<file path="src/logic/fetch_pkg.sv">
`default_nettype none

package fetch_pkg;

	localparam int DATA_WIDTH      = 16;
	localparam int N_CHANNELS      = 16;
	localparam int COMMIT_ID_WIDTH = 6;

	typedef logic signed [DATA_WIDTH - 1 : 0] data_t;
	typedef logic [3 : 0] chan_addr_t;
	typedef logic [COMMIT_ID_WIDTH - 1 : 0] commit_id_t;
	typedef logic [7 : 0] tag_t;

	// register source codes, anything else reads as zero
	localparam chan_addr_t SRC_REG0    = 4'd0;
	localparam chan_addr_t SRC_REG1    = 4'd1;
	localparam chan_addr_t SRC_QUARTER = 4'd3;
	localparam chan_addr_t SRC_HALF    = 4'd4;

	localparam data_t SCALE_QUARTER = data_t'({2'b01, {(DATA_WIDTH - 2){1'b0}}});
	localparam data_t SCALE_HALF    = data_t'({1'b1, {(DATA_WIDTH - 1){1'b0}}});

	typedef struct packed {
		logic       needed;
		logic       is_reg;
		chan_addr_t src;
	} operand_sel_t;

	typedef struct packed {
		tag_t         tag;
		chan_addr_t   dest;
		logic         writes_channel;
		data_t        register_0;
		data_t        register_1;
		operand_sel_t op_a;
		operand_sel_t op_b;
		operand_sel_t op_c;
	} instr_t;

	// commit_id is only filled in by the last substage
	typedef struct packed {
		instr_t     instr;
		commit_id_t commit_id;
		data_t      arg_a;
		data_t      arg_b;
		data_t      arg_c;
	} stage_word_t;

	typedef struct packed {
		tag_t       tag;
		chan_addr_t dest;
		logic       writes_channel;
		commit_id_t commit_id;
		data_t      arg_a;
		data_t      arg_b;
		data_t      arg_c;
	} fetched_t;

	typedef struct packed {
		logic       valid;
		chan_addr_t addr;
		data_t      value;
	} chan_write_t;

	typedef enum logic {
		FETCH_IDLE,
		FETCH_BUSY
	} fetch_state_t;

endpackage

`default_nettype wire
</file>
<file path="src/logic/operand_fetch.sv">
`timescale 1ns/1ps
`default_nettype none

module operand_fetch
	import fetch_pkg::*;
#(
	parameter int pending_width = 4
) (
	input  wire              clk,
	input  wire              reset,

	input  wire              in_valid,
	output logic             in_ready,
	input  wire instr_t      in_instr,

	output logic             out_valid,
	input  wire              out_ready,
	output fetched_t         out_fetched,

	input  wire chan_write_t chan_write
);

	stage_word_t first_word;
	stage_word_t word_a;
	stage_word_t word_b;
	stage_word_t word_c;
	fetched_t    last_fetched;

	logic valid_a;
	logic valid_b;
	logic valid_c;
	logic ready_b;
	logic ready_c;
	logic ready_skid;

	chan_addr_t addr_a;
	chan_addr_t addr_b;
	chan_addr_t addr_c;
	data_t      read_a;
	data_t      read_b;
	data_t      read_c;

	assign first_word = '{instr: in_instr, commit_id: '0, arg_a: '0, arg_b: '0, arg_c: '0};

	//////////////////////////////////////////////////
	// substages, one operand each
	//////////////////////////////////////////////////

	fetch_substage #(.operand_index(0), .pending_width(pending_width)) fetch_a (
		.clk(clk), .reset(reset),
		.in_valid(in_valid), .in_ready(in_ready), .in_word(first_word),
		.out_valid(valid_a), .out_ready(ready_b), .out_word(word_a),
		.chan_write(chan_write), .chan_read_addr(addr_a), .chan_read(read_a)
	);

	fetch_substage #(.operand_index(1), .pending_width(pending_width)) fetch_b (
		.clk(clk), .reset(reset),
		.in_valid(valid_a), .in_ready(ready_b), .in_word(word_a),
		.out_valid(valid_b), .out_ready(ready_c), .out_word(word_b),
		.chan_write(chan_write), .chan_read_addr(addr_b), .chan_read(read_b)
	);

	fetch_substage #(.operand_index(2), .pending_width(pending_width)) fetch_c (
		.clk(clk), .reset(reset),
		.in_valid(valid_b), .in_ready(ready_c), .in_word(word_b),
		.out_valid(valid_c), .out_ready(ready_skid), .out_word(word_c),
		.chan_write(chan_write), .chan_read_addr(addr_c), .chan_read(read_c)
	);

	channel_file channels (
		.clk(clk), .reset(reset),
		.chan_write(chan_write),
		.read_addr_a(addr_a), .read_addr_b(addr_b), .read_addr_c(addr_c),
		.read_a(read_a), .read_b(read_b), .read_c(read_c)
	);

	// drop the selectors and registers, keep what downstream needs
	assign last_fetched = '{
		tag:            word_c.instr.tag,
		dest:           word_c.instr.dest,
		writes_channel: word_c.instr.writes_channel,
		commit_id:      word_c.commit_id,
		arg_a:          word_c.arg_a,
		arg_b:          word_c.arg_b,
		arg_c:          word_c.arg_c
	};

	skid_buffer skid (
		.clk(clk), .reset(reset),
		.in_valid(valid_c), .in_ready(ready_skid), .in_data(last_fetched),
		.out_valid(out_valid), .out_ready(out_ready), .out_data(out_fetched)
	);

endmodule

`default_nettype wire

</file>
<file path="src/logic/skid_buffer.sv">
`timescale 1ns/1ps
`default_nettype none

module skid_buffer
	import fetch_pkg::*;
(
	input  wire           clk,
	input  wire           reset,

	input  wire           in_valid,
	output logic          in_ready,
	input  wire fetched_t in_data,

	output logic          out_valid,
	input  wire           out_ready,
	output fetched_t      out_data
);

	fetched_t skid_data;
	logic     skid_valid;
	logic     main_free;
	logic     take_in;

	assign in_ready  = ~skid_valid;   // straight from a flop
	assign take_in   = in_valid & in_ready;
	assign main_free = ~out_valid | out_ready;

	always_ff @(posedge clk) begin
		if (reset) begin
			out_valid  <= 1'b0;
			skid_valid <= 1'b0;
		end else if (main_free) begin
			out_valid  <= skid_valid | take_in;
			skid_valid <= 1'b0;
		end else if (take_in) begin
			skid_valid <= 1'b1;   // main is stuck, park it
		end
	end

	always_ff @(posedge clk) begin
		if (main_free)
			out_data <= skid_valid ? skid_data : in_data;
		else if (take_in)
			skid_data <= in_data;
	end

endmodule

`default_nettype wire

</file>
<file path="src/logic/fetch_substage.sv">
`timescale 1ns/1ps
`default_nettype none

module fetch_substage
	import fetch_pkg::*;
#(
	parameter int operand_index = 0,
	parameter int pending_width = 4
) (
	input  wire              clk,
	input  wire              reset,

	input  wire              in_valid,
	output logic             in_ready,
	input  wire stage_word_t in_word,

	output logic             out_valid,
	input  wire              out_ready,
	output stage_word_t      out_word,

	input  wire chan_write_t chan_write,
	output chan_addr_t       chan_read_addr,
	input  wire data_t       chan_read
);

	fetch_state_t state;
	stage_word_t  busy_word;
	stage_word_t  live_word;
	stage_word_t  next_word;
	operand_sel_t sel;
	data_t        reg_value;
	data_t        operand;
	commit_id_t   commit_count;

	logic pending_zero;
	logic pending_one;
	logic bypass_hit;
	logic resolved;
	logic needs_stall;
	logic capture_direct;
	logic capture_latched;
	logic send;

	assign live_word = (state == FETCH_BUSY) ? busy_word : in_word;

	always_comb begin
		case (operand_index)
			0:       sel = live_word.instr.op_a;
			1:       sel = live_word.instr.op_b;
			default: sel = live_word.instr.op_c;
		endcase
	end

	assign chan_read_addr = sel.src;

	always_comb begin
		case (sel.src)
			SRC_REG0:    reg_value = live_word.instr.register_0;
			SRC_REG1:    reg_value = live_word.instr.register_1;
			SRC_QUARTER: reg_value = SCALE_QUARTER;
			SRC_HALF:    reg_value = SCALE_HALF;
			default:     reg_value = '0;
		endcase
	end

	// last older write landing right now is forwarded
	assign bypass_hit  = chan_write.valid & (chan_write.addr == sel.src) & pending_one;
	assign resolved    = ~sel.needed | sel.is_reg | pending_zero | bypass_hit;
	assign needs_stall = ~resolved;

	always_comb begin
		if (!sel.needed)
			operand = '0;
		else if (sel.is_reg)
			operand = reg_value;
		else if (pending_zero)
			operand = chan_read;
		else
			operand = chan_write.value;
	end

	always_comb begin
		next_word = live_word;
		case (operand_index)
			0: next_word.arg_a = operand;
			1: next_word.arg_b = operand;
			default: begin
				next_word.arg_c     = operand;
				next_word.commit_id = commit_count;
			end
		endcase
	end

	assign send = capture_direct | capture_latched;

	always_ff @(posedge clk) begin
		if (in_valid && in_ready && needs_stall)
			busy_word <= in_word;
		if (send)
			out_word <= next_word;
	end

	always_ff @(posedge clk) begin
		if (reset)
			commit_count <= '0;
		else if (operand_index == 2 && send && live_word.instr.writes_channel)
			commit_count <= commit_count + 1'b1;
	end

	fetch_control control (
		.clk(clk),
		.reset(reset),
		.in_valid(in_valid),
		.in_ready(in_ready),
		.out_ready(out_ready),
		.needs_stall(needs_stall),
		.resolved(resolved),
		.state(state),
		.capture_direct(capture_direct),
		.capture_latched(capture_latched),
		.out_valid(out_valid)
	);

	pending_write_counter #(.pending_width(pending_width)) pending (
		.clk(clk),
		.reset(reset),
		.issue(send & live_word.instr.writes_channel),
		.issue_addr(live_word.instr.dest),
		.chan_write(chan_write),
		.query_addr(sel.src),
		.pending_zero(pending_zero),
		.pending_one(pending_one)
	);

endmodule

`default_nettype wire

</file>
<file path="src/logic/fetch_control.sv">
`timescale 1ns/1ps
`default_nettype none

module fetch_control
	import fetch_pkg::*;
(
	input  wire   clk,
	input  wire   reset,

	input  wire   in_valid,
	output logic  in_ready,
	input  wire   out_ready,

	input  wire   needs_stall,
	input  wire   resolved,

	output fetch_state_t state,
	output logic  capture_direct,
	output logic  capture_latched,
	output logic  out_valid
);

	logic out_free;
	logic take_in;

	assign out_free = ~out_valid | out_ready;   // output register empty or drained now
	assign in_ready = (state == FETCH_IDLE) & out_free;
	assign take_in  = in_valid & in_ready;

	assign capture_direct  = take_in & ~needs_stall;
	assign capture_latched = (state == FETCH_BUSY) & resolved & out_free;

	//////////////////////////////////////////////////
	// idle/busy state
	//////////////////////////////////////////////////

	always_ff @(posedge clk) begin
		if (reset) begin
			state <= FETCH_IDLE;
		end else begin
			case (state)
				FETCH_IDLE: begin
					if (take_in && needs_stall)
						state <= FETCH_BUSY;   // hold the word until its operand lands
				end
				FETCH_BUSY: begin
					if (capture_latched)
						state <= FETCH_IDLE;
				end
				default: state <= FETCH_IDLE;
			endcase
		end
	end

	//////////////////////////////////////////////////
	// output valid
	//////////////////////////////////////////////////

	always_ff @(posedge clk) begin
		if (reset)
			out_valid <= 1'b0;
		else if (capture_direct || capture_latched)
			out_valid <= 1'b1;
		else if (out_ready)
			out_valid <= 1'b0;
	end

endmodule

`default_nettype wire

</file>
<file path="src/logic/pending_write_counter.sv">
`timescale 1ns/1ps
`default_nettype none

module pending_write_counter
	import fetch_pkg::*;
#(
	parameter int pending_width = 4
) (
	input  wire              clk,
	input  wire              reset,

	input  wire              issue,
	input  wire chan_addr_t  issue_addr,

	input  wire chan_write_t chan_write,

	input  wire chan_addr_t  query_addr,
	output logic             pending_zero,
	output logic             pending_one
);

	logic [pending_width - 1 : 0] count [N_CHANNELS];
	logic [N_CHANNELS - 1 : 0] busy;   // count != 0, kept as a flop
	logic [N_CHANNELS - 1 : 0] inc;
	logic [N_CHANNELS - 1 : 0] dec;

	always_comb begin
		for (int i = 0; i < N_CHANNELS; i++) begin
			inc[i] = issue && (issue_addr == chan_addr_t'(i));
			dec[i] = chan_write.valid && (chan_write.addr == chan_addr_t'(i));
		end
	end

	always_ff @(posedge clk) begin
		if (reset) begin
			for (int i = 0; i < N_CHANNELS; i++) begin
				count[i] <= '0;
				busy[i]  <= 1'b0;
			end
		end else begin
			for (int i = 0; i < N_CHANNELS; i++) begin
				case ({inc[i], dec[i]})
					2'b10: begin
						count[i] <= count[i] + 1'b1;
						busy[i]  <= 1'b1;
					end
					2'b01: begin
						if (busy[i]) begin   // stray writes on an idle channel are ignored
							count[i] <= count[i] - 1'b1;
							busy[i]  <= (count[i] != 1);
						end
					end
					default: ;   // none, or issue and write cancel
				endcase
			end
		end
	end

	assign pending_zero = ~busy[query_addr];
	assign pending_one  = (count[query_addr] == 1);

endmodule

`default_nettype wire

</file>
<file path="src/logic/channel_file.sv">
`timescale 1ns/1ps
`default_nettype none

module channel_file
	import fetch_pkg::*;
(
	input  wire         clk,
	input  wire         reset,

	input  wire chan_write_t chan_write,

	input  wire chan_addr_t  read_addr_a,
	input  wire chan_addr_t  read_addr_b,
	input  wire chan_addr_t  read_addr_c,

	output data_t       read_a,
	output data_t       read_b,
	output data_t       read_c
);

	data_t channels [N_CHANNELS];

	always_ff @(posedge clk) begin
		if (reset) begin
			for (int i = 0; i < N_CHANNELS; i++)
				channels[i] <= '0;
		end else if (chan_write.valid) begin
			channels[chan_write.addr] <= chan_write.value;
		end
	end

	// one read port per substage
	assign read_a = channels[read_addr_a];
	assign read_b = channels[read_addr_b];
	assign read_c = channels[read_addr_c];

endmodule

`default_nettype wire

</file>
<file path="config.mk">
export PLATFORM = sky130hd
export DESIGN_NAME = operand_fetch
export DESIGN_NICKNAME = d
export VERILOG_FILES = /design/src/logic/fetch_pkg.sv /design/src/logic/operand_fetch.sv /design/src/logic/skid_buffer.sv /design/src/logic/fetch_substage.sv /design/src/logic/fetch_control.sv /design/src/logic/pending_write_counter.sv /design/src/logic/channel_file.sv
export SDC_FILE = /design/constraint.sdc
export NUM_CORES = 2
export LEC_CHECK = 0
export BUFFER_PORTS_ARGS = -buffer_cell sky130_fd_sc_hd__buf_4
export CORE_MARGIN = 5
export CORE_UTILIZATION = 40
export DETAILED_ROUTE_END_ITERATION = 12
export GPL_TIMING_DRIVEN = 0
export MAX_ROUTING_LAYER = met4
export PLACE_DENSITY_LB_ADDON = 0.05
export RECOVER_POWER = 25
export SYNTH_ARGS = -nofsm -noshare
export SYNTH_HDL_FRONTEND = slang
export SYNTH_SLANG_ARGS = --single-unit
export TNS_END_PERCENT = 100
</file>
<file path="constraint.sdc">
create_clock -name clk -period 20.8 [get_ports clk]
set_clock_uncertainty 0.15 [all_clocks]
set_input_delay 3.12 -clock clk [delete_from_list [all_inputs] [get_ports clk]]
set_output_delay 3.12 -clock clk [all_outputs]
set_load 0.02 [all_outputs]
</file>
* Word level (Yosys, flattened, before mapping)
Memories as Yosys holds them, arrays and structs flattened. Cells that the tools add are included.
Word-level totals: flip-flop bits (word level) 674, RAM bits 448, bits of input ports 88, output and inout bits 69, word-level logic and storage cells 1341, memories kept 4
Cells by class: add/sub/neg operators 97, magnitude comparators 3, eq/ne operators 220, mux-type cells 570, bitwise operators 156, reduce and logical (&&, ||, !) cells 137
Memory list:
- channels.channels | words 16, bits a word 16, read ports 3, clocked after Yosys merged registers in 0, wr ports 16, RTL line channel_file.sv:21 | data_t channels [N_CHANNELS];
- fetch_a.pending.count | words 16, bits a word 4, read ports 17, clocked after Yosys merged registers in 0, wr ports 16, RTL line pending_write_counter.sv:22 | logic [pending_width - 1 : 0] count [N_CHANNELS];
- fetch_b.pending.count | words 16, bits a word 4, read ports 17, clocked after Yosys merged registers in 0, wr ports 16, RTL line pending_write_counter.sv:22
- fetch_c.pending.count | words 16, bits a word 4, read ports 17, clocked after Yosys merged registers in 0, wr ports 16, RTL line pending_write_counter.sv:22
Operator list (number):
- 1-bit 2-to-1 mux | 405
- 4-bit 2-to-1 mux | 97
- 117-bit 2-to-1 mux | 3
- 4-bit by 1-bit adder with 4-bit output, second input constant | 48
- 4-bit by 1-bit != test with 1-bit output, second input constant | 48
- 16-bit one-hot mux with 4 select lines | 3
- 4-bit by 1-bit subtractor with 4-bit output, second input constant | 48
- 4-bit == test, second input constant | 32
- 1-bit OR | 113
- 16-bit 2-to-1 mux | 7
- 1-bit one-hot mux with 2 select lines | 51
- 2-bit nonzero test | 50
- 2-bit by 1-bit == test with 1-bit output, second input constant | 48
- 2-bit == test, second input constant | 48
- 4-bit by 3-bit == test with 1-bit output, second input constant | 19
- 1-bit logical AND | 74
- 67-bit 2-to-1 mux | 1
- 4-bit by 2-bit == test with 1-bit output, second input constant | 11
- 4-bit by 1-bit == test with 1-bit output, second input constant | 10
- 4-bit logical NOT | 7
- 1-bit bitwise AND | 25
- 1-bit inverter | 18
- 16-bit OR reduction | 1
- 4-bit by 5-bit < comparator with 1-bit output, second input constant | 3
- other kinds (7) | 13

* Logic depth before layout (Yosys ltp)
word-level depth 18, mapped depth 20, mapped depth without buffers 16

* Modules after synthesis
A second synthesis with hierarchy kept.
Unflattened totals: cell total of the unflattened synthesis 4641, area total of the unflattened synthesis 65414.0 µm²
Modules (own cells, without submodules):
- fetch_substage at fetch_a ... | instances 2, cells an instance 432, area each 8579.5 µm², sequential area each 6546.3 µm²
- channel_file | instances 1, cells an instance 996, area each 15240.9 µm², sequential area each 7687.4 µm²
- fetch_substage at fetch_c | instances 1, cells an instance 453, area each 8545.7 µm², sequential area each 6486.2 µm²
- pending_write_counter at fetch_c.pending | instances 1, cells an instance 697, area each 6324.8 µm², sequential area each 2242.2 µm²
- pending_write_counter at fetch_a.pending | instances 1, cells an instance 690, area each 6309.8 µm², sequential area each 2242.2 µm²
- pending_write_counter at fetch_b.pending | instances 1, cells an instance 681, area each 6267.3 µm², sequential area each 2242.2 µm²
- skid_buffer | instances 1, cells an instance 217, area each 5247.5 µm², sequential area each 4063.9 µm²
- fetch_control | instances 3, cells an instance 14, area each 105.1 µm², sequential area each 40.0 µm²
- operand_fetch | instances 1, cells an instance 1, area each 3.8 µm², sequential area each 0.0 µm²

* Least setup slack after synthesis
OpenSTA, ideal clock, no wires.
path type input to register, start point input port chan_write[17] (netlist bit), end point register fetch_c.busy_word[100] (netlist bit), enable pin, library setup time 0.626 ns, arrival 9.813 ns, required time 20.024 ns, setup slack 10.211 ns, cell stages on the path 7, buffers on the path 1, path through clkbuf_1 nand3b_1 a211oi_1 nor3_1 o211ai_1 nand3_1 nor3_1
Between the ends: cells in the longest elaborated chain, start to end 6
Ends and longest elaborated chain:
- start: declaration | RTL line operand_fetch.sv:20 | input wire chan_write_t chan_write
- 4-bit == test | RTL line fetch_substage.sv:67 | assign bypass_hit = chan_write.valid & (chan_write.addr == sel.src) & pending_one;
- 1-bit bitwise AND (2 in a row) | RTL line fetch_substage.sv:67
- 1-bit OR | RTL line fetch_substage.sv:68 | assign resolved = ~sel.needed | sel.is_reg | pending_zero | bypass_hit;
- 1-bit inverter | RTL line fetch_substage.sv:69 | assign needs_stall = ~resolved;
- 1-bit logical AND | RTL line fetch_substage.sv:97 | if (in_valid && in_ready && needs_stall)
- end signal: assignment | RTL line fetch_substage.sv:98 | busy_word <= in_word;
- end: declaration | RTL line fetch_substage.sv:27 | stage_word_t busy_word;
No other way between the ends. A chain may end at the register's enable or synchronous reset.

* Final worst setup path
start point register fetch_a.control.state, end point output port in_ready
Between the ends: cells in the longest elaborated chain, start to end 2
Ends and longest elaborated chain:
- start: declaration | RTL line fetch_control.sv:17 | output fetch_state_t state,
- start signal: assignment | RTL line fetch_control.sv:39 | state <= FETCH_IDLE;
- start signal: assignment | RTL line fetch_control.sv:44 | state <= FETCH_BUSY;
- start signal: assignment | RTL line fetch_control.sv:48 | state <= FETCH_IDLE;
- 1-bit inverter
- 1-bit bitwise AND | RTL line fetch_control.sv:27 | assign in_ready = (state == FETCH_IDLE) & out_free;
- end: declaration | RTL line operand_fetch.sv:13 | output logic in_ready,
No other way between the ends.

==> flow_summary.yaml <==
power:
  p_int_mw: 3.94
  p_leak_nw: 22.8
  p_clk_share_pct: 42.3
  cellPowerDensity_nw_per_um2: 81.3
  power_frac_comb_pct: 9.5
  sw_frac_of_total_pct: 25.7
  irDropWorstVdd_mv: 0.0556
  p_sw_mw: 1.36
  power_frac_seq_pct: 48.2
sta:
  fin_crit_sh_pct: 36.2
  finalMaxSlewViolations: 57
  hold_viol_final: 0
  setup_viol: 0
  fmax_ghz: 0.133
  setup_tns_ns: 0
  max_slew.worst_pin.slew_ns: 3.35
  whs_ns: 0.291
  min_period_ns: 7.53
  rsz0062_at_grt: "false"
  relSlewSlack_pct: -123
floorplan:
  core_region_area_um2: 142000
  die_w_um: 388
  io_pins: 157
  die_h_um: 388
  dieArea_um2: 151000
  start_util_pct: 40.3
  num_rows: 138
clock_network:
  path_clk_slew_ns: 0.06
  cts_resized: 0
  root_buffer: "clkbuf_16"
  htreeDepth: 4
  cts_buffers: 130
  cts_hold_buf: 0
  tritoncts: "done"
  cts_sinks: 1086
  post_cts_buffers: 0
  clk_path_buf_depth: 3
  clock_latency_ns: 0.79
synthesis:
  synth_top_family_by_area: "multiplexers"
  synth_compound_area_share_pct: 6.19
  synthMuxAreaShare_pct: 14.4
  synth.ff_latch_count: 1086
  syn_avg_cell_area_um2: 12.7
  mappedNetlistNets: 4846
  yosys.area_share.adder_pct: 5.27
  netlist_instances: 4517
  ys.warnings.count: 0
  synth_ff_type: "edfxtp_1"
  synth-xor-area-share_pct: 1.87
  synth_cell_types: 74
  synth_top_area_cell: "edfxtp_1"
  ys_async_sr_fraction_pct: 0
  synth_top_area_share_pct: 53.7
  synthTopCellsByArea: "edfxtp_1 54%, mux4_2 7.1%, ha_1 5.3%, mux2_2 4.7%, and2_1 3.1%"
  syn-cell-area_um2: 57200
  synth_edf_count: 1024
  synthSimpleGateAreaFrac_pct: 13.7
  ys_seq_area_share_pct: 55.9
placement:
  place_area_um2: 61300
  numPortBuffers: 139
  hpwl_mm: 143
  gp_congestion: 0.919
  dp.cells: 6584
critical_path:
  r2r_start: "fetch_a.control.state"
  crit_arrival_ns: 4.26
  path_class: "flop to output port"
  cp-startpoint: "fetch_a.control.state"
  start_kind: "flop"
  end_kind: "output port"
  crit_fanout: 10
  crit_chain: "clkbuf_1 -> clkbuf_1 -> clkbuf_1 -> clkbuf_1 -> nor2b_1 -> buf_4"
  critical_path.max_stage_delay_ns: 0.96
  cp.required_ns: 17.53
  cp_slowest_cell: "clkbuf_1"
  cp_common_cell: "clkbuf_1"
cells_and_area:
  final_cell_area_um2: 65200
  seq_area_um2: 32000
  layout_commonest_cell: "edfxtp_1"
  area_growth_pct: 14.0
  multi_input_area_um2: 23800
  fillers: 13000
  final_nets: 5155
  instances_no_fill: 6827
  fin_util_pct: 46.0
  final_cell_mix: "1,024 x edfxtp_1, 405 x nor2_1, 349 x nand2_1"
  drive_above_1_share_pct: 16.7
min_path:
  holdCritStartpoint: "fetch_a.out_word[97]"
  min-delay-path-class: "flop to flop"
global_routing:
  gr-usage-all-layers_pct: 25.1
  grt_max_degree: 57
  grt_pass1_wl_mm: 268
  grt_antenna_before_repair: 11
  grt_pass1_vias: 37200
  grt_overflow: 0
drt:
  dr.pass1.iters: 6
  wl_per_cell_um: 27.5
  post-route-drc-count: 0
  via_per_inst: 5.66
  via_count: 38700
  drt_iter0_drc: 3662
  drt-total-wl_mm: 188
  ant_nets: 0
status:
  status: "finished, violations left"
  violations: "max-capacitance violations, max-slew violations"
run:
  maxCapViolations: 1
[sequential cells by signal, indices dropped and copies added, names as in the netlist, 6 cells and up]
register and flops:
channels.channels 256, fetch_b.busy_word 73, fetch_c.pending.count 64, fetch_a.busy_word 63, fetch_c.pending.busy 16, fetch_a.out_word 73, fetch_b.pending.count 64, fetch_a.pending.busy 16
fetch_b.pending.busy 16, fetch_c.commit_count 6, fetch_c.busy_word 83, fetch_c.out_word 67, fetch_a.pending.count 64, skid.out_data 67, skid.skid_data 67, fetch_b.out_word 83
[final timing paths]
path                                  to  slack [ns]  cells after the start
max                             in_ready       13.27                      6
min                fetch_b.busy_word[97]        0.29                      0
max reg2reg  fetch_a.pending.count[4][3]       14.74                     14
min reg2reg        fetch_b.busy_word[97]        0.29                      0
[layer usage]
metal,vias to the layer above,share of wire (%),track usage (%)
met2,1440,44,36.9
met5,-,0,-
li1,17500,-,-
met4,0,2.3,6.02
met3,245,7.9,5.20
met1,19500,46,35.7
[cells by family after synthesis]
kind of cell,after synthesis
buf+inv,382
flops,1086
simple gates,1551
mux,565
xor+xnor,122
fa+ha+maj,241
compound gates,570
[power groups by stage]
stage	Sequential, mW	Clock (mW)	Combinational, mW
final	2.56	2.24	0.504
after global routing	2.57	2.38	0.536
after CTS	2.56	2.30	0.506
after detailed placement	2.60	0	0.503
after global placement	2.60	0	0.495
after floorplan	2.58	0	0.296
[cells in the mapped netlist (64+ instances only)]
cell and count:
mux4_2 180, and2_1 282, clkbuf_1 159, nor3_1 99, nor2_1 407, nand2_1 349, nand3_1 109, a21oi_1 216
inv_1 137, mux2i_1 140, ha_1 241, edfxtp_1 1024, mux2_2 240, xnor2_1 64, o21ai_0 152
[area by class of cell]
type	instances	area share (%)
diodes	8	0.0307
plain buffers	245	1.57
clock buffers	168	5.32
clock inverters	67	1.14
inverters	137	0.788
multi-input cells	3049	36.4
flip-flops and latches	1086	49.0
well taps	1890	3.63
repair buffers	177	2.08
[through the flow]
stage,power (mW),setup WS [ns]
final,5.30,13.27
after global placement,3.10,4.90
after floorplan,2.88,10.21
after CTS,5.36,13.52
after global routing,5.49,13.09
after detailed placement,3.10,12.70
[critical path: cells and delay by family (launching register included)]
family	cells	cell delay, ns
buffers and inverters	5	2.84
flip-flops	1	0.32
AND/OR/NAND/NOR	1	0.34
(Power assumes the default switching activity.)
